[src/common/ras_mem_config.svh]
`ifndef RAS_MEM_CONFIG_SVH
`define RAS_MEM_CONFIG_SVH

// --------------------
// Word store geometry
// --------------------

// Host data word and SECDED check field widths
`define RM_DATA_BITS        64
`define RM_CHECK_BITS       8

// Word address width and number of words in the store
`define RM_ADDR_BITS        10
`define RM_DEPTH            1024

// --------------------
// Scrub and RAS policy
// --------------------

// Consecutive refusals of a waiting scrub request before it is forced through
`define RM_SCRUB_STARVE     16

// Correctable error count that raises irq_corr
`define RM_CORR_THRESHOLD   4

// Register indexes on reg_addr, all other indexes read as zero
`define RM_REG_CORR_CNT     8'd0
`define RM_REG_UNCORR_CNT   8'd1
`define RM_REG_ERR_ADDR     8'd2
`define RM_REG_SYNDROME     8'd3
`define RM_REG_SCRUB_PASSES 8'd4
`define RM_REG_STATUS       8'd5

`endif

[src/common/ras_mem_pkg.sv]
`include "ras_mem_config.svh"

package ras_mem_pkg;

    // One host data word as seen outside the store
    typedef logic [`RM_DATA_BITS-1:0] word_t;

    // SECDED check bits, the same width also carries the syndrome
    typedef logic [`RM_CHECK_BITS-1:0] check_t;

    // Word address into the store
    typedef logic [`RM_ADDR_BITS-1:0] addr_t;

    // Command kinds, the two flip kinds poison the stored data after encoding
    typedef enum logic [1:0] {
        cmd_read        = 2'd0,
        cmd_write       = 2'd1,
        cmd_write_flip1 = 2'd2,
        cmd_write_flip2 = 2'd3
    } cmd_kind_t;

    // Origin of a request, carried through the read pipeline
    typedef enum logic {
        src_host  = 1'b0,
        src_scrub = 1'b1
    } req_src_t;

    // One read response out of the decode stage
    typedef struct packed {
        logic     valid;
        req_src_t src;
        addr_t    addr;
        // Corrected data when the error was correctable, raw data otherwise
        word_t    data;
        logic     single_err;
        logic     double_err;
        check_t   syndrome;
    } mem_rsp_t;

endpackage

[src/source/ras_registers.sv]
`timescale 1ns/10ps
`include "ras_mem_config.svh"

module ras_registers (
    input  logic                  CLK,
    input  logic                  RESET,
    input  ras_mem_pkg::mem_rsp_t rsp,
    input  logic                  pass_done,
    input  logic                  scrub_active,
    input  logic [7:0]            reg_addr,
    output logic [31:0]           reg_data,
    output logic                  irq_corr,
    output logic                  irq_uncorr
);

    logic [31:0]         corr_cnt;
    logic [31:0]         uncorr_cnt;
    logic [31:0]         pass_cnt;
    ras_mem_pkg::addr_t  err_addr;
    ras_mem_pkg::check_t err_syn;
    logic                corr_hit;
    logic                uncorr_hit;

    // Host and scrub responses are counted alike
    assign corr_hit   = rsp.valid && rsp.single_err;
    assign uncorr_hit = rsp.valid && rsp.double_err;

    // --------------------
    // Counters and capture
    // --------------------

    always_ff @(posedge CLK) begin
        if (RESET) begin
            corr_cnt   <= '0;
            uncorr_cnt <= '0;
            pass_cnt   <= '0;
            err_addr   <= '0;
            err_syn    <= '0;
            irq_corr   <= 1'b0;
            irq_uncorr <= 1'b0;
        end else begin
            if (corr_hit) begin
                // Counters stop at all ones rather than wrap
                if (corr_cnt != '1) begin
                    corr_cnt <= corr_cnt + 1'b1;
                end
                // Raised on the same edge as the count that reaches the threshold
                if (corr_cnt >= 32'(`RM_CORR_THRESHOLD - 1)) begin
                    irq_corr <= 1'b1;
                end
            end
            if (uncorr_hit) begin
                if (uncorr_cnt != '1) begin
                    uncorr_cnt <= uncorr_cnt + 1'b1;
                end
                irq_uncorr <= 1'b1;
            end
            // Latest error of either kind wins
            if (corr_hit || uncorr_hit) begin
                err_addr <= rsp.addr;
                err_syn  <= rsp.syndrome;
            end
            if (pass_done && (pass_cnt != '1)) begin
                pass_cnt <= pass_cnt + 1'b1;
            end
        end
    end

    // Register read mux, unmapped indexes read zero
    always_comb begin
        case (reg_addr)
            `RM_REG_CORR_CNT:     reg_data = corr_cnt;
            `RM_REG_UNCORR_CNT:   reg_data = uncorr_cnt;
            `RM_REG_ERR_ADDR:     reg_data = 32'(err_addr);
            `RM_REG_SYNDROME:     reg_data = 32'(err_syn);
            `RM_REG_SCRUB_PASSES: reg_data = pass_cnt;
            `RM_REG_STATUS:       reg_data = {29'd0, irq_uncorr, irq_corr, scrub_active};
            default:              reg_data = '0;
        endcase
    end

endmodule

[config.mk]
export PLATFORM = sky130hd
export DESIGN_NAME = ras_registers
export DESIGN_NICKNAME = d
export VERILOG_FILES = /design/src/common/ras_mem_pkg.sv /design/src/source/ras_registers.sv
export VERILOG_INCLUDE_DIRS = /design/src /design/src/common
export SDC_FILE = /design/constraint.sdc
export NUM_CORES = 1
export LEC_CHECK = 0
export ABC_AREA = 1
export BUFFER_PORTS_ARGS = -buffer_cell sky130_fd_sc_hd__buf_2
export CAP_MARGIN = 10
export CORE_MARGIN = 2
export CORE_UTILIZATION = 35
export DETAILED_ROUTE_END_ITERATION = 6
export GPL_TIMING_DRIVEN = 0
export PLACE_DENSITY = 0.56
export SETUP_SLACK_MARGIN = 0.1
export SLEW_MARGIN = 10
export SYNTH_ARGS = -nofsm -noshare
export SYNTH_HDL_FRONTEND = slang
export SYNTH_SLANG_ARGS = --single-unit
[constraint.sdc]
create_clock -name CLK -period 2.2 [get_ports CLK]
set_input_delay 0.44 -clock CLK [delete_from_list [all_inputs] [get_ports CLK]]
set_output_delay 0.44 -clock CLK [all_outputs]
set_load 0.01 [all_outputs]
======== Word-level counts from Yosys, hierarchy flattened ========
Cells that the tools add are included.
word-level totals
  output and inout port bits .............. 34
  word-level logic and storage cells ...... 28
  bits in registers ....................... 116
  input bits .............................. 98
cells by class
  reduce and logical (&&, ||, !) cells .... 8
  equality and inequality tests ........... 8
  add/sub/neg operators ................... 3
  multiplexer cells ....................... 1
  order comparisons ....................... 1
operators by type and width
  operator                                                                number
  32-bit one-hot mux with 6 select lines                                  1
  32-bit by 1-bit adder with 32-bit output, second input constant         3
  32-bit != test, second input constant                                   3
  32-bit by 2-bit >= comparator with 1-bit output, second input constant  1
  8-bit by 2-bit equality test with 1-bit output, second input constant   2
  8-bit by 3-bit equality test with 1-bit output, second input constant   2
  8-bit by 1-bit equality test with 1-bit output, second input constant   1
  8-bit zero test                                                         1
  2-bit AND reduction                                                     3
  1-bit logical AND                                                       3
  1-bit logical OR                                                        1

======== Longest topological paths before layout ========
  word-level depth ........................ 2
  gate-level depth with buffers ........... 11
  depth with buffers taken out ............ 10

======== Worst setup path before layout ========
No wires, ideal clock.
  path type ............................... input -> output
  start point ............................. in reg_addr[5]
  end point ............................... out reg_data[2]
  path slack .............................. 0.269 ns
  path buffers ............................ 2
  arrival time ............................ 1.491 ns
  data required time ...................... 1.760 ns
  cell stages on the path ................. 7
  path through ............................ nor2_1 > nand3_1 > nor2_1 > buf_2 > buf_1 > nand4_1 > nand4_1
on the way
  longest elaborated chain between the ends .. 2
  elaborated cells on any way between the ends .. 7
  classes of those cells .................. eq/ne: 5; mux: 1; reduce/logical: 1
RTL lines
  element                                                                       RTL line             text
  start: declaration                                                            ras_registers.sv:10  input logic [7:0] reg_addr,
  8-bit by 3-bit equality test with 1-bit output, or another cell as far along  ras_registers.sv:71  case (reg_addr)
  32-bit one-hot mux with 6 select lines (*)                                    ras_registers.sv:71
  end: declaration                                                              ras_registers.sv:11  output logic [31:0] reg_data,
Every way passes the cells marked *; elsewhere a longest branch is shown, timed or not.

======== Final worst setup path ========
  start point ............................. in reg_addr[6]
  end point ............................... out reg_data[27]
The elaborated chain is that of the path after synthesis.

==> run_results.csv <==
group,metric,value,unit
synthesis,ys_seq_area_share,29.2,%
finish,multi_input_area,5310,sq um
timing,whs,269,ps
floorplan,die_w,155,um
routing,vias,8876,
pwr,p_leak,3.61,nW
pwr,p_comb_share,5.9,%
critical_path,crit_slowest_cell,"nor2_4",
timing,period_minus_slack,2150,ps
routing,viasPerCell,5.15,
timing,fmax,464,MHz
routing,drt_iter0_drc,863,
timing,drv_slew,0,
synthesis,syn_area,7960,sq um
synthesis,synth-seq-cells,116,
floorplan,num_io_pins,132,
pwr,power.switching,1.41,mW
floorplan,die_h,155,um
floorplan,core-area,22500,sq um
outcome,status,"finished, final reports clean",
finish,antenna_cells,0,
pwr,seq_power_share,37.5,%
routing,drc,0,
timing,slew_headroom,41.5,%
synthesis,synth.largest_area_cell,"dfxtp_1",
critical_path,crit_type,"in2out",
routing,firstDrtPassIters,5,
routing,ant_nets,0,
synthesis,mappedNetlistNets,1433,
critical_path,max_stage_delay,200,ps
pwr,p_per_area,572,nW/um^2
critical_path,worstPathMaxFanout,10,
routing,drt_wl_total,29.5,mm
placed_design,dp_slack,-442,ps
pwr,p_int,4.39,mW
critical_path,cp_cell_sequence,"buf_6 > nor2_4 > nand3_4 > nor2_4 > nand3_4 > buf_8 > o221ai_1 > buf_2",
floorplan,initial_core_util,35.4,%
pwr,total_power,5.79,mW
clocking,cts_tree,"done",
synthesis,netlist_top_cells_area,"dfxtp_1 (29%), nand2_1 (22%), nor2_1 (11%)",
global_routing,grt_max_degree,17,
timing,fin_crit_sh,97.9,%
critical_path,cp.buffers_inverters,3,
placed_design,port_buffers,63,
placed_design,routabilityCongestion,0.965,
synthesis,synth_warnings,0,
timing,finalSetupViolCount,0,
job,drv_cap,0,
synthesis,yosys.area.top_type_share,29.2,%
routing,wl_per_cell,17.1,um
floorplan,fp.dieArea,24000,sq um
global_routing,grt_pass1_wl,45.2,mm
synthesis,syn-instance-count,1332,
clocking,clk_pin_slew,60,ps
synthesis,syn_avg_cell_area,5.98,sq um
clocking,h-tree-depth,4,
timing,hold_viol_final,0,
finish,syn2layout_area_growth,27.1,%
global_routing,antenna_found_initial,0,
clocking,clock_latency,430,ps
pwr,clock_power_share,56.6,%
pwr,swShare,24.3,%
timing,setup_ws,46.0,ps
placed_design,dpl.hpwl,22.6,mm
synthesis,ys_types,34,
clocking,cts_max_path_buffers,2,
critical_path,end_kind,"output pin",
clocking,cts_made_buffers,17,
clocking,clock_tree.root_cell,"clkbuf_16",
critical_path,start_kind,"input pin",
timing,worstMarginPinSlew,878,ps
timing,fin_setup_tns,0,ps
finish,drive_above_1_share,17.7,%
clocking,cts_hold_buf,0,
floorplan,rows,55,
worst_hold_path,hold_path_class,"in2reg",
global_routing,gr-total-overflow,0,
pwr,worst_ir_drop_vdd,0.459,mV
clocking,cts.sinks,116,
critical_path,crit_family,"simple AND/OR/NAND/NOR gates",
finish,seq_area,2330,sq um
timing,fin_skew,10.1,ps
critical_path,worstPathRequired,1760,ps
timing,grt_setup_unrepaired,"true",
critical_path,arrival,1710,ps
global_routing,track_usage,24.5,%
critical_path,r2r_slack,180,ps
global_routing,grt_pass1_vias,8266,
finish,fill_cells,2328,
finish,nets,1528,
==> metrics by stage <==
stage,utilization (%),instances,area (sq um)
floorplan,-,1332,7960
global placement,38.4,1680,8640
detailed placement,38.4,1680,8640
CTS,43.2,1718,9710
global route,45.0,1725,10100
finish,45.0,1725,10100
==> registers in the layout, summed over array words and instances, names as in the netlist <==
register    count
err_addr       10
irq_corr        1
corr_cnt       32
err_syn         8
uncorr_cnt     32
irq_uncorr      1
pass_cnt       32
==> final cells by class <==
cell class / count / share of cell area, %
multi-input cells: 1039 / 52.5
flip-flops and latches: 116 / 23.0
well taps: 285 / 3.52
clock buffers: 17 / 4.20
plain buffers: 47 / 3.89
inverters: 130 / 4.93
repair buffers: 76 / 5.47
clock inverters: 15 / 2.51
==> worst register-to-register path, delay by kind of cell (launching register included) <==
kind                       cells  cell delay, ps
AOI/OAI and AO/OA              1              60
adders and majority gates      1             240
buffers and inverters          3             360
DFF                            1             420
and+or+nand+nor                6             790
==> Yosys cell counts <==
master and instances:
inv_4 1, a21oi_2 20, o2111ai_1 2, dfxtp_1 116
o21ai_1 3, clkinv_1 1, nor2_4 8, buf_8 1
o221ai_1 22, buf_4 1, nand3b_1 1, buf_2 8
o21ai_0 36, nand3_1 62, inv_1 126, inv_2 2
ha_1 3, nor2_2 7, nand4_1 46, nor3_1 5
nand2_8 2, buf_6 11, a21oi_1 61, xor2_1 28
nor2_1 232, a31oi_1 1, nand2_4 3, nand2_1 462
xnor2_1 11, nor3b_1 2, o22ai_1 3, buf_1 3
nand2_2 19, clkbuf_1 23
==> power groups by stage <==
stage,registers [mW],logic [mW],clock network (mW)
final,2.17,0.344,3.28
after global routing,2.17,0.377,3.40
after CTS,2.17,0.334,3.29
after detailed placement,2.21,0.317,0
after global placement,2.21,0.315,0
after floorplan,2.20,0.201,0
==> kinds of logic after synthesis <==
group / share of synthesized area [%]
xor+xnor: 4.29
flops: 29.2
fa+ha+maj: 0.471
simple gates: 44.9
compound gates: 11.4
buf+inv: 9.73
==> worst paths after layout <==
| path | start | end | depth (start not counted) |
|---|---|---|---|
| worst min register to register | err_addr[7]$_SDFFE_PP0P_ | err_addr[7]$_SDFFE_PP0P_ | 2 |
| worst max-delay path | reg_addr[6] | reg_data[27] | 8 |
| worst max register to register | pass_cnt[0]$_SDFFE_PP0P_ | pass_cnt[10]$_SDFFE_PP0P_ | 11 |
| worst min-delay path | rsp[76] | err_addr[2]$_SDFFE_PP0P_ | 3 |
==> routing by layer <==
| layer | part of all wire (%) | vias to the layer above | track usage [%] |
|---|---|---|---|
| li1 | - | 4441 | - |
| met1 | 45 | 4097 | 32.4 |
| met2 | 46 | 279 | 40.2 |
| met3 | 5.6 | 59 | 4.29 |
| met4 | 3.8 | 0 | 9.08 |
| met5 | 0 | - | 0 |
==> cells in the final DEF, fill, tap and decap left out, drive strengths merged <==
| cell type | n |
|---|---|
| a21oi | 81 |
| a31oi | 1 |
| buf | 99 |
| bufinv | 6 |
| clkbuf | 41 |
| clkinv | 7 |
| clkinvlp | 1 |
| dfxtp | 116 |
| ha | 3 |
| inv | 131 |
| nand2 | 486 |
| nand3 | 62 |
| nand3b | 1 |
| nand4 | 46 |
| nor2 | 247 |
| nor3 | 5 |
| nor3b | 2 |
| o2111ai | 2 |
| o21ai | 39 |
| o221ai | 22 |
| o22ai | 3 |
| xnor2 | 11 |
| xor2 | 28 |
==> repair_timing <==
item | CTS | global route
gates cloned | 0 | 4
setup buffers | 6 | 3
pin swaps | 4 | 4
gates resized for setup | 80 | 66
setup endpoints to repair | 44 | 106
(Power assumes the default switching activity.)
