## src/common/ras_mem_config.svh

```systemverilog
`ifndef RAS_MEM_CONFIG_SVH
`define RAS_MEM_CONFIG_SVH

// --------------------
// Word store geometry
// --------------------

// Host data word and SECDED check field widths
`define RM_DATA_BITS        64
`define RM_CHECK_BITS       8

// Word address width and number of words in the store
`define RM_ADDR_BITS        10
`define RM_DEPTH            1024

// --------------------
// Scrub and RAS policy
// --------------------

// Consecutive refusals of a waiting scrub request before it is forced through
`define RM_SCRUB_STARVE     16

// Correctable error count that raises irq_corr
`define RM_CORR_THRESHOLD   4

// Register indexes on reg_addr, all other indexes read as zero
`define RM_REG_CORR_CNT     8'd0
`define RM_REG_UNCORR_CNT   8'd1
`define RM_REG_ERR_ADDR     8'd2
`define RM_REG_SYNDROME     8'd3
`define RM_REG_SCRUB_PASSES 8'd4
`define RM_REG_STATUS       8'd5

`endif

```

## src/common/ras_mem_pkg.sv

```systemverilog
`include "ras_mem_config.svh"

package ras_mem_pkg;

    // One host data word as seen outside the store
    typedef logic [`RM_DATA_BITS-1:0] word_t;

    // SECDED check bits, the same width also carries the syndrome
    typedef logic [`RM_CHECK_BITS-1:0] check_t;

    // Word address into the store
    typedef logic [`RM_ADDR_BITS-1:0] addr_t;

    // Command kinds, the two flip kinds poison the stored data after encoding
    typedef enum logic [1:0] {
        cmd_read        = 2'd0,
        cmd_write       = 2'd1,
        cmd_write_flip1 = 2'd2,
        cmd_write_flip2 = 2'd3
    } cmd_kind_t;

    // Origin of a request, carried through the read pipeline
    typedef enum logic {
        src_host  = 1'b0,
        src_scrub = 1'b1
    } req_src_t;

    // One read response out of the decode stage
    typedef struct packed {
        logic     valid;
        req_src_t src;
        addr_t    addr;
        // Corrected data when the error was correctable, raw data otherwise
        word_t    data;
        logic     single_err;
        logic     double_err;
        check_t   syndrome;
    } mem_rsp_t;

endpackage

```

## src/common/mem_req_if.sv

```systemverilog
`timescale 1ns/10ps

// Request channel between a requester, the arbiter and the word store
interface mem_req_if;

    // Fields held stable by the initiator while valid is high and ready is low
    logic                   valid;
    ras_mem_pkg::cmd_kind_t kind;
    ras_mem_pkg::addr_t     addr;
    ras_mem_pkg::word_t     wdata;

    // Request origin, only the arbiter drives this
    ras_mem_pkg::req_src_t  src;

    // A transfer happens on an edge where valid and ready are both high
    logic                   ready;

    modport initiator (output valid, kind, addr, wdata, src, input ready);

    modport target (input valid, kind, addr, wdata, src, output ready);

    // Passive view, used to watch grants on the store side
    modport monitor (input valid, kind, addr, wdata, src, ready);

endinterface

```

## src/source/cmd_arbiter.sv

```systemverilog
`timescale 1ns/10ps
`include "ras_mem_config.svh"

module cmd_arbiter (
    input  logic                   CLK,
    input  logic                   RESET,
    input  logic                   cmd_valid,
    input  ras_mem_pkg::cmd_kind_t cmd_kind,
    input  ras_mem_pkg::addr_t     cmd_addr,
    input  ras_mem_pkg::word_t     cmd_wdata,
    output logic                   cmd_ready,
    mem_req_if.target              scrub,
    mem_req_if.initiator           store
);

    localparam int STARVE_W = $clog2(`RM_SCRUB_STARVE + 1);

    logic [STARVE_W-1:0] refuse_cnt;
    logic                force_scrub;
    logic                host_sel;

    // The scrubber wins outright once it has waited long enough
    assign force_scrub = scrub.valid && (refuse_cnt >= STARVE_W'(`RM_SCRUB_STARVE));

    // Host has priority in every other cycle
    assign host_sel  = cmd_valid && !force_scrub;
    assign cmd_ready = store.ready && !force_scrub;

    // Scrubber gets the store whenever the host does not take it
    assign scrub.ready = store.ready && !host_sel;

    // Grant mux toward the store, tagging the origin
    assign store.valid = host_sel || scrub.valid;
    assign store.kind  = host_sel ? cmd_kind : scrub.kind;
    assign store.addr  = host_sel ? cmd_addr : scrub.addr;
    assign store.wdata = host_sel ? cmd_wdata : scrub.wdata;
    assign store.src   = host_sel ? ras_mem_pkg::src_host : ras_mem_pkg::src_scrub;

    // Count consecutive cycles where a valid scrub request was turned away
    always_ff @(posedge CLK) begin
        if (RESET) begin
            refuse_cnt <= '0;
        end else if (scrub.valid && !scrub.ready) begin
            refuse_cnt <= refuse_cnt + 1'b1;
        end else begin
            refuse_cnt <= '0;
        end
    end

endmodule

```

## src/flat_wrapper.sv

```systemverilog
// flat-port wrapper written by rule: the top's interface ports become plain ports
module cmd_arbiter_flat 
  (CLK, RESET, cmd_valid, cmd_kind, cmd_addr, cmd_wdata, cmd_ready, scrub_valid, scrub_kind, scrub_addr, scrub_wdata, scrub_src, scrub_ready, store_valid, store_kind, store_addr, store_wdata, store_src, store_ready);
  mem_req_if scrub_i ();
  mem_req_if store_i ();
  input  logic CLK;
  input  logic RESET;
  input  logic cmd_valid;
  input  ras_mem_pkg::cmd_kind_t cmd_kind;
  input  ras_mem_pkg::addr_t cmd_addr;
  input  ras_mem_pkg::word_t cmd_wdata;
  output logic cmd_ready;
  input wire logic [$bits(scrub_i.valid)-1:0] scrub_valid;
  input wire logic [$bits(scrub_i.kind)-1:0] scrub_kind;
  input wire logic [$bits(scrub_i.addr)-1:0] scrub_addr;
  input wire logic [$bits(scrub_i.wdata)-1:0] scrub_wdata;
  input wire logic [$bits(scrub_i.src)-1:0] scrub_src;
  output wire logic [$bits(scrub_i.ready)-1:0] scrub_ready;
  output wire logic [$bits(store_i.valid)-1:0] store_valid;
  output wire logic [$bits(store_i.kind)-1:0] store_kind;
  output wire logic [$bits(store_i.addr)-1:0] store_addr;
  output wire logic [$bits(store_i.wdata)-1:0] store_wdata;
  output wire logic [$bits(store_i.src)-1:0] store_src;
  input wire logic [$bits(store_i.ready)-1:0] store_ready;
  assign scrub_i.valid = scrub_valid;
  assign scrub_i.kind = scrub_kind;
  assign scrub_i.addr = scrub_addr;
  assign scrub_i.wdata = scrub_wdata;
  assign scrub_i.src = scrub_src;
  assign scrub_ready = scrub_i.ready;
  assign store_valid = store_i.valid;
  assign store_kind = store_i.kind;
  assign store_addr = store_i.addr;
  assign store_wdata = store_i.wdata;
  assign store_src = store_i.src;
  assign store_i.ready = store_ready;
  cmd_arbiter u_core (.CLK(CLK), .RESET(RESET), .cmd_valid(cmd_valid), .cmd_kind(cmd_kind), .cmd_addr(cmd_addr), .cmd_wdata(cmd_wdata), .cmd_ready(cmd_ready), .scrub(scrub_i), .store(store_i));
endmodule
```

## config.mk

```make
export PLATFORM = sky130hd
export DESIGN_NAME = cmd_arbiter_flat
export DESIGN_NICKNAME = d
export VERILOG_FILES = /design/src/common/ras_mem_pkg.sv /design/src/common/mem_req_if.sv /design/src/source/cmd_arbiter.sv /design/src/flat_wrapper.sv
export VERILOG_INCLUDE_DIRS = /design/src /design/src/common
export SDC_FILE = /design/constraint.sdc
export NUM_CORES = 1
export LEC_CHECK = 0
export ABC_CLOCK_PERIOD_IN_PS = 1600
export BUFFER_PORTS_ARGS = -buffer_cell sky130_fd_sc_hd__buf_2
export CAP_MARGIN = 20
export CORE_AREA = 2 2 93 95
export CTS_CLUSTER_DIAMETER = 100
export DETAILED_ROUTE_END_ITERATION = 8
export DIE_AREA = 0 0 95 97
export HOLD_SLACK_MARGIN = 0.06
export SLEW_MARGIN = 5
export SYNTH_ARGS = -nofsm -noshare
export SYNTH_HDL_FRONTEND = slang
export SYNTH_SLANG_ARGS = --single-unit
```

## constraint.sdc

```tcl
create_clock -name CLK -period 1.6 [get_ports CLK]
set_input_delay 0.08 -clock CLK [delete_from_list [all_inputs] [get_ports CLK]]
set_output_delay 0.08 -clock CLK [all_outputs]
set_load 0.02 [all_outputs]
```

# [After elaboration in Yosys (flattened, before gate mapping)]
# Cells that the tools add are included.
[classes] add_sub_neg=1 magnitude_cmp=1 muxes=4 bitwise=1 n_reduce_logical=10
[op_table] operator="$mux W64" count=1
[op_table] operator="$mux W10" count=1
[op_table] operator="$add A5 B1 Y5 const B" count=1
[op_table] operator="$ge A5 B5 Y1 const B" count=1
[op_table] operator="$logic_and A1 B1 Y1" count=5
[op_table] operator="$logic_not A1 Y1" count=3
[op_table] operator="$mux W2" count=1
[op_table] operator="$reduce_or A2 Y1" count=1
[op_table] operator="$logic_or A1 B1 Y1" count=1
[op_table] operator="$mux W1" count=1
[op_table] operator="$not A1 Y1" count=1
[word_totals] register_bits=5 inputBits=158 output_inout_bits=80

# [Longest topological paths before layout]
# Gate-level depths: netlist of run 1.
[logic_depth] ltp_word=10 ltp_mapped=4 mapped_depth_nobuf=4

# [Least setup slack after synthesis of run 1]
# Ideal clock, no wire load.
[synth_timing] kind="flip-flop to output port" start="register u_core.refuse_cnt[4]" end="output store_addr[0]" arrival_ps=1190 required_time_ps=1520 slack_ps=330 stages_incl_launch_ff=5 path_buffers=2 cell_sequence="dfxtp_1 a21boi_4 buf_6 buf_6 mux2_4"
[synth_via] elab_chain_cells=5
[synth_rtl] element="start, declared" line_no="cmd_arbiter.sv:18" source="logic [STARVE_W-1:0] refuse_cnt;"
[synth_rtl] element="start signal, assigned" line_no="cmd_arbiter.sv:44" source="refuse_cnt <= refuse_cnt + 1'b1;"
[synth_rtl] element="$ge A5 B5 Y1" line_no="cmd_arbiter.sv:23" source="assign force_scrub = scrub.valid && (refuse_cnt >= STARVE_W'(`RM_SCRUB_STARVE));"
[synth_rtl] element="$logic_and A1 B1 Y1" line_no="cmd_arbiter.sv:23"
[synth_rtl] element="$logic_not A1 Y1" line_no="cmd_arbiter.sv:26" source="assign host_sel = cmd_valid && !force_scrub;"
[synth_rtl] element="$logic_and A1 B1 Y1" line_no="cmd_arbiter.sv:26"
[synth_rtl] element="$mux W10" line_no="cmd_arbiter.sv:35" source="assign store.addr = host_sel ? cmd_addr : scrub.addr;"
[synth_rtl] element="end, declared" line_no="flat_wrapper.sv:21" source="output wire logic [$bits(store_i.addr)-1:0] store_addr;"
# Every way passes these cells.

# [Worst setup path in the final report of run 1]
[layout_timing] start="register u_core.refuse_cnt[4]" end="output store_wdata[1]"
[layout_via] elab_chain_cells=5
[layout_rtl] element="$ge A5 B5 Y1" line_no="cmd_arbiter.sv:23"
[layout_rtl] element="$logic_and A1 B1 Y1" line_no="cmd_arbiter.sv:23"
[layout_rtl] element="$logic_not A1 Y1" line_no="cmd_arbiter.sv:26"
[layout_rtl] element="$logic_and A1 B1 Y1" line_no="cmd_arbiter.sv:26"
[layout_rtl] element="$mux W64" line_no="cmd_arbiter.sv:36" source="assign store.wdata = host_sel ? cmd_wdata : scrub.wdata;"
[layout_rtl] element="end, declared" line_no="flat_wrapper.sv:22" source="output wire logic [$bits(store_i.wdata)-1:0] store_wdata;"
# Every way passes these cells.

==> reports/metrics.yaml, run 1 <==
yosys:
  synth_fp_nets: 268
  synth_area_leaders: "mux2_2 53%, mux2_4 22%, dfxtp_1 8.1%"
  syn_inst: 109
  synthFlopType: "dfxtp_1"
  synth.most_common_cell: "mux2_2"
  synth.distinct_cells: 18
  post-synth-top-area-fraction: 0.5305
  yosysTopAreaCell: "mux2_2"
  synth-async-reset-ratio: 0
  ys_seq_elements: 5
  syn_area_sq_mm: 0.001231
  avgSynthCellArea_sq_um: 11.30
  synth_edf_count: 0
  yosysSeqAreaShare: 0.08130
  synthTopCellsByCount: "58 x mux2_2, 18 x mux2_4, 5 x buf_4, 5 x dfxtp_1, 5 x nor2_1"
  yosysWarnings: 0
drt:
  vias_per_cell: 4.091
  ant_nets: 0
  routed_wl_microns: 7679
  drc: 0
  wire_per_inst_microns: 16.59
  drtIter0Drc: 19
  first_pass_iters: 4
  vias: 1894
run_status:
  violations: "negative setup slack"
  status: "complete, but fails checks"
setup_path:
  rr_startpoint: "u_core.refuse_cnt[4]$_SDFF_PP0_"
  crit_fanout: 9
  worstPathArrival_ns: 1.55
  critPathLaunch: "u_core.refuse_cnt[4]$_SDFF_PP0_"
  critical_path_class: "reg2out"
  path_cells: "a21boi_4 -> buf_6 -> buf_12 -> mux2_2 -> buf_4"
  start_kind: "register"
  slowest_delay_ns: 0.35
  crit_required_ns: 1.52
  cp-end-kind: "output pin"
  worst_path_max_delay_cell: "mux2_2"
clocking:
  cts_max_path_buffers: 2
  clk_pin_slew_ns: 0.04
  root_buffer: "clkbuf_8"
  cts_sinks: 5
  cts_tree: "built"
  htreeDepth: 1
  clk_latency_ns: 0.22
  cts_hold_buffers: 0
  cts_made_buffers: 3
timing:
  setup_violations: 29
  hold_viol: 0
  max_freq_mhz: 613.3
  skew_ns: 0.001493
  rsz0062_at_grt: "yes"
  fin_ws_ns: -0.03045
  min_period_ns: 1.630
  slew_viol_final: 0
  worst_slew_pin_slew_ns: 0.1644
  period_share: 1.019
  relSlewSlack: 0.8901
final_layout:
  fin_util: 0.4012
  top_register: "u_core.refuse_cnt"
  area_growth_pct: 165.0
  largest_reg_flops: 5
  drive_gt1_frac: 0.9358
  n_fill_cell: 793
  layout.nets: 518
  top_regs: "u_core.refuse_cnt: 5 flops"
  n_antenna_cell: 0
place:
  dp_hpwl_microns: 5187
  dp_slack_ns: 0.1503
  port_buffers: 236
  gp_congestion: 0.7569
power:
  combPwrFrac: 0.753
  pwr-share-clk: 0.159
  power_frac_seq: 0.088
  p_per_area_mw_per_mm2: 447.8
  p_sw_uw: 538.6
  leakagePower_nw: 1.829
  swShare: 0.3686
  finalPower_mw: 1.461
  ir_worst_vdd_v: 0.0003709
  internal_power_uw: 922.6
die:
  rows: 33
  die_area_sq_mm: 0.009215
  ios: 238
  fp.coreArea_sq_mm: 0.008134
  die_h_microns: 97
  start_util: 0.1514
  fp.dieW_microns: 95
global_route:
  grt_max_degree: 35
  gr-usage-all-layers: 0.1132
  antenna_found_initial: 0
  grt_pass1_wl_microns: 8259
  overflow: 0
  first_global_vias: 1717
min_path:
  hp-class: "in2reg"
  worstHoldStart: "RESET"
flow_run:
  drv_cap: 0
worst max-delay path: cells and delay by family (launching register included):
kind,cells,cell delay (ns)
buffers and inverters,3,0.47
multiplexers,1,0.35
flip-flops,1,0.32
AO/OA/AOI/OAI,1,0.17
power groups by stage:
stage                     Sequential [mW]  Combinational, mW  Clock (mW)
after floorplan                     0.130              0.468           0
after global placement              0.131              0.809           0
after detailed placement            0.131              0.816           0
after CTS                           0.129              0.836       0.240
after global routing                0.129               1.16       0.249
final                               0.129               1.10       0.232
layout make-up:
class	instances	area, sq um	share of cell area
clock buffer	4	45.04	0.01380
timing repair buffer	253	1809	0.5544
sequential	5	101.3	0.03106
inverter	3	11.26	0.003451
multi-input combinational	93	1165	0.3570
tap	105	131.4	0.04026
per-stage QoR:
stage | hold slack, ns | std cells | cell area [sq um] | setup TNS, ns
global placement | 0.4288 | 445 | 2516 | 0
floorplan | 0.3001 | 109 | 1231 | 0
global route | 0.2523 | 463 | 3263 | -2.517
detailed placement | 0.4397 | 445 | 2516 | 0
CTS | 0.2246 | 452 | 2606 | -2.986
finish | 0.2265 | 463 | 3263 | -0.3396
kinds of logic (layout without fill, tap and decap cells):
family / Yosys count / after routing / synth area share
AND/OR/NAND/NOR: 10 / 10 / 0.03863
multiplexers: 76 / 76 / 0.7500
AO/OA/AOI/OAI: 3 / 3 / 0.02846
buffers and inverters: 11 / 260 / 0.07012
adder cells (fa/ha/maj): 1 / 1 / 0.01016
flip-flops: 5 / 5 / 0.08130
XOR/XNOR: 3 / 3 / 0.02135
final timing paths:
path                            depth (start not counted)  slack (ns)                               to
worst max register to register                          4        0.45  u_core.refuse_cnt[4]$_SDFF_PP0_
worst max-delay path                                    5       -0.03                   store_wdata[1]
worst min-delay path                                    3        0.23  u_core.refuse_cnt[1]$_SDFF_PP0_
worst min register to register                          1        0.44  u_core.refuse_cnt[0]$_SDFF_PP0_
timing repair:
item | 4_1_cts | 5_1_grt
buffers inserted | 2 | 2
setup endpoints to repair | 50 | 76
gates resized for setup | 2 | 142
pin swaps | 1 | 1
cloned | 1 | 9
hold endpoints to repair | 0 | 0
routing by layer:
layer  vias to the layer above  track usage  share of wire
li1                        900            -              -
met1                       876       0.1175           0.37
met5                         -            0              0
met2                       108       0.2171           0.53
met3                        10      0.03816          0.085
met4                         0      0.01895          0.012
cell usage in the layout, fill, tap and decap left out:
master     instances
inv_1              3
or2_2              1
buf_8              2
mux2_2            26
nor2_1             5
nor2b_1            1
a21boi_4           1
dfxtp_2            1
ha_1               1
clkbuf_16          6
a211o_1            1
nand3_1            2
xnor2_1            1
xor2_1             2
a21boi_0           1
buf_2            185
nand2b_1           1
mux2_4            50
clkbuf_8           3
dfxtp_1            4
buf_12             3
clkbuf_1           1
buf_4              4
buf_6             52
buf_16             1
Note: power is estimated with default switching activity, not from simulation.
==> inputs of run 2 (changes only) <==
--- a/config.mk
+++ b/config.mk
@@ -14,6 +14,7 @@
 export DETAILED_ROUTE_END_ITERATION = 8
 export DIE_AREA = 0 0 95 97
 export HOLD_SLACK_MARGIN = 0.06
+export RECOVER_POWER = 25
 export SLEW_MARGIN = 5
 export SYNTH_ARGS = -nofsm -noshare
 export SYNTH_HDL_FRONTEND = slang
==> run 2 against run 1 <==
- the run still ends with negative setup slack left
- via count fell by 0.26%
- hold slack unchanged
- clock power about the same
- design area hardly changed
- setup slack hardly changed
- non-clock buffer count unchanged
- register-to-register slack hardly changed
- sequential power is essentially flat
- sequential share of layout area barely moved
- largest power group unchanged
==> reports/metrics.yaml, run 2 (synthesized netlist as in run 1, its figures left out) <==
clocking:
  cts_tree: "built"
  root_buffer: "clkbuf_8"
  cts_made_buffers: 3  # unchanged
  cts_hold_buffers: 0  # unchanged
  clk_latency_ns: 0.22  # about the same
  cts_sinks: 5  # unchanged
  htreeDepth: 1  # unchanged
  cts_max_path_buffers: 2  # unchanged
  clk_pin_slew_ns: 0.04  # about the same
global_route:
  top_usage_layer: "met2"
  first_global_vias: 1717  # unchanged
  antenna_found_initial: 0  # unchanged
  gr-usage-all-layers: 0.1132  # unchanged
  grt_pass1_wl_microns: 8259  # unchanged
  grt_util_met1: 0.1175  # unchanged
  gr-usage-met3: 0.03816  # unchanged
  overflow: 0  # unchanged
  grt_max_degree: 35  # unchanged
  met2_usage: 0.2171  # unchanged
timing:
  skew_ns: 0.001493  # unchanged
  fin_ws_ns: -0.03045  # +0.000008700 ns
  hold_ws_ns: 0.2265  # unchanged
  fin_tns_setup_ns: -0.3403  # -0.0007270 ns
  period_share: 1.019  # about the same
  worst_slew_pin_slew_ns: 0.2887  # +0.1243 ns
  rsz0062_at_grt: "yes"
  hold_viol: 0  # unchanged
  relSlewSlack: 0.8083  # -0.08178
  max_freq_mhz: 613.3  # about the same
  slew_viol_final: 0  # unchanged
  setup_violations: 28  # -3.4%
  min_period_ns: 1.630  # -0.000008700 ns
drt:
  wire_per_inst_microns: 16.56  # -0.17%
  drc: 0  # unchanged
  first_pass_iters: 4  # unchanged
  vias: 1889  # -0.26%
  vias_per_cell: 4.080  # -0.26%
  routed_wl_microns: 7666  # -0.17%
  drtIter0Drc: 19  # unchanged
  ant_nets: 0  # unchanged
setup_path:
  slowest_delay_ns: 0.35  # about the same
  critPathLaunch: "u_core.refuse_cnt[4]$_SDFF_PP0_"
  cp-end-kind: "output pin"
  start_kind: "register"
  worst_path_max_delay_cell: "mux2_2"
  path_cells: "a21boi_4 -> buf_6 -> buf_12 -> mux2_2 -> buf_4"
  critical_path_class: "reg2out"
  crit_fanout: 9  # unchanged
  rr_startpoint: "u_core.refuse_cnt[4]$_SDFF_PP0_"
  worstPathArrival_ns: 1.55  # about the same
  crit_required_ns: 1.52  # about the same
die:
  fp.dieW_microns: 95  # unchanged
  ios: 238  # unchanged
  die_h_microns: 97  # unchanged
  die_area_sq_mm: 0.009215  # unchanged
  start_util: 0.1514  # unchanged
  fp.coreArea_sq_mm: 0.008134  # unchanged
  rows: 33  # unchanged
place:
  dp_hpwl_microns: 5187  # unchanged
  dpl_cell_area_sq_mm: 0.002516  # unchanged
  gp_congestion: 0.7569  # unchanged
  port_buffers: 236  # unchanged
  dp_cells: 445  # unchanged
final_layout:
  final_common_cell: "buf_2"
  largest_reg_flops: 5  # unchanged
  stdcell_area_sq_mm: 0.003261  # about the same
  layout.nets: 518  # unchanged
  top_regs: "u_core.refuse_cnt: 5 flops"
  drive_gt1_frac: 0.9302  # -0.005587
  fin_cells: 463  # unchanged
  n_antenna_cell: 0  # unchanged
  layout_common_cells: "183 x buf_2, 52 x buf_6, 50 x mux2_4"
  area_growth_pct: 164.8  # about the same
  top_register: "u_core.refuse_cnt"
min_path:
  worstHoldStart: "RESET"
  hp-class: "in2reg"
power:
  leakagePower_nw: 1.824  # -0.26%
  ir_worst_vdd_v: 0.0003707  # about the same
  p_per_area_mw_per_mm2: 447.9  # about the same
run_status:
  violations: "negative setup slack"
  status: "complete, but fails checks"
flow_run:
  drv_cap: 0  # unchanged
-- run 2: final cells by class --
class                      instances  area [sq um]
inverter                           3         11.26
multi-input combinational         93          1165
clock buffer                       4         45.04
timing repair buffer             253          1807
sequential                         5         101.3
tap                              105         131.4
fill                             795          4873
-- run 2: layer usage --
metal / vias up / routed length, microns
met4: 0 / 90
li1: 902 / -
met5: - / 0
met2: 108 / 4081
met1: 869 / 2830
met3: 10 / 663
-- run 2: critical path, delay by kind of cell (launching register included) --
kind,cells,cell delay (ns)
flip-flops,1,0.32
AO/OA/AOI/OAI,1,0.17
multiplexers,1,0.35
buffers and inverters,3,0.47
-- run 2: report_power, final --
| part | switching [mW] | internal (mW) |
|---|---|---|
| logic | 0.476 | 0.623 |
| registers | 0.00139 | 0.128 |
| clock network | 0.0613 | 0.171 |
| total | 0.539 | 0.922 |
-- run 2: path summary, 6_finish.rpt --
path | depth (start not counted) | slack, ns | endpoint
setup reg to reg | 4 | 0.45 | u_core.refuse_cnt[4]$_SDFF_PP0_
hold reg to reg | 1 | 0.44 | u_core.refuse_cnt[0]$_SDFF_PP0_
setup / recovery | 5 | -0.03 | store_wdata[1]
hold / removal | 3 | 0.23 | u_core.refuse_cnt[1]$_SDFF_PP0_
-- run 2: timing repair --
action                                  4_1_cts  5_1_grt
endpoints found under the setup margin       50       76
resized for setup                             2      142
setup buffers                                 2        2
cloned                                        1        9
pin swaps                                     1        1
-- run 2: per-stage QoR --
step	total power, mW	util	setup WS [ns]
2_1_floorplan	0.5982	-	0.3297
3_3_place_gp	0.9395	0.3093	0.1636
3_5_place_dp	0.9471	0.3093	0.1503
4_1_cts	1.205	0.3204	-0.06966
5_1_grt	1.533	0.4009	-0.07143
6_report	1.460	0.4009	-0.03045
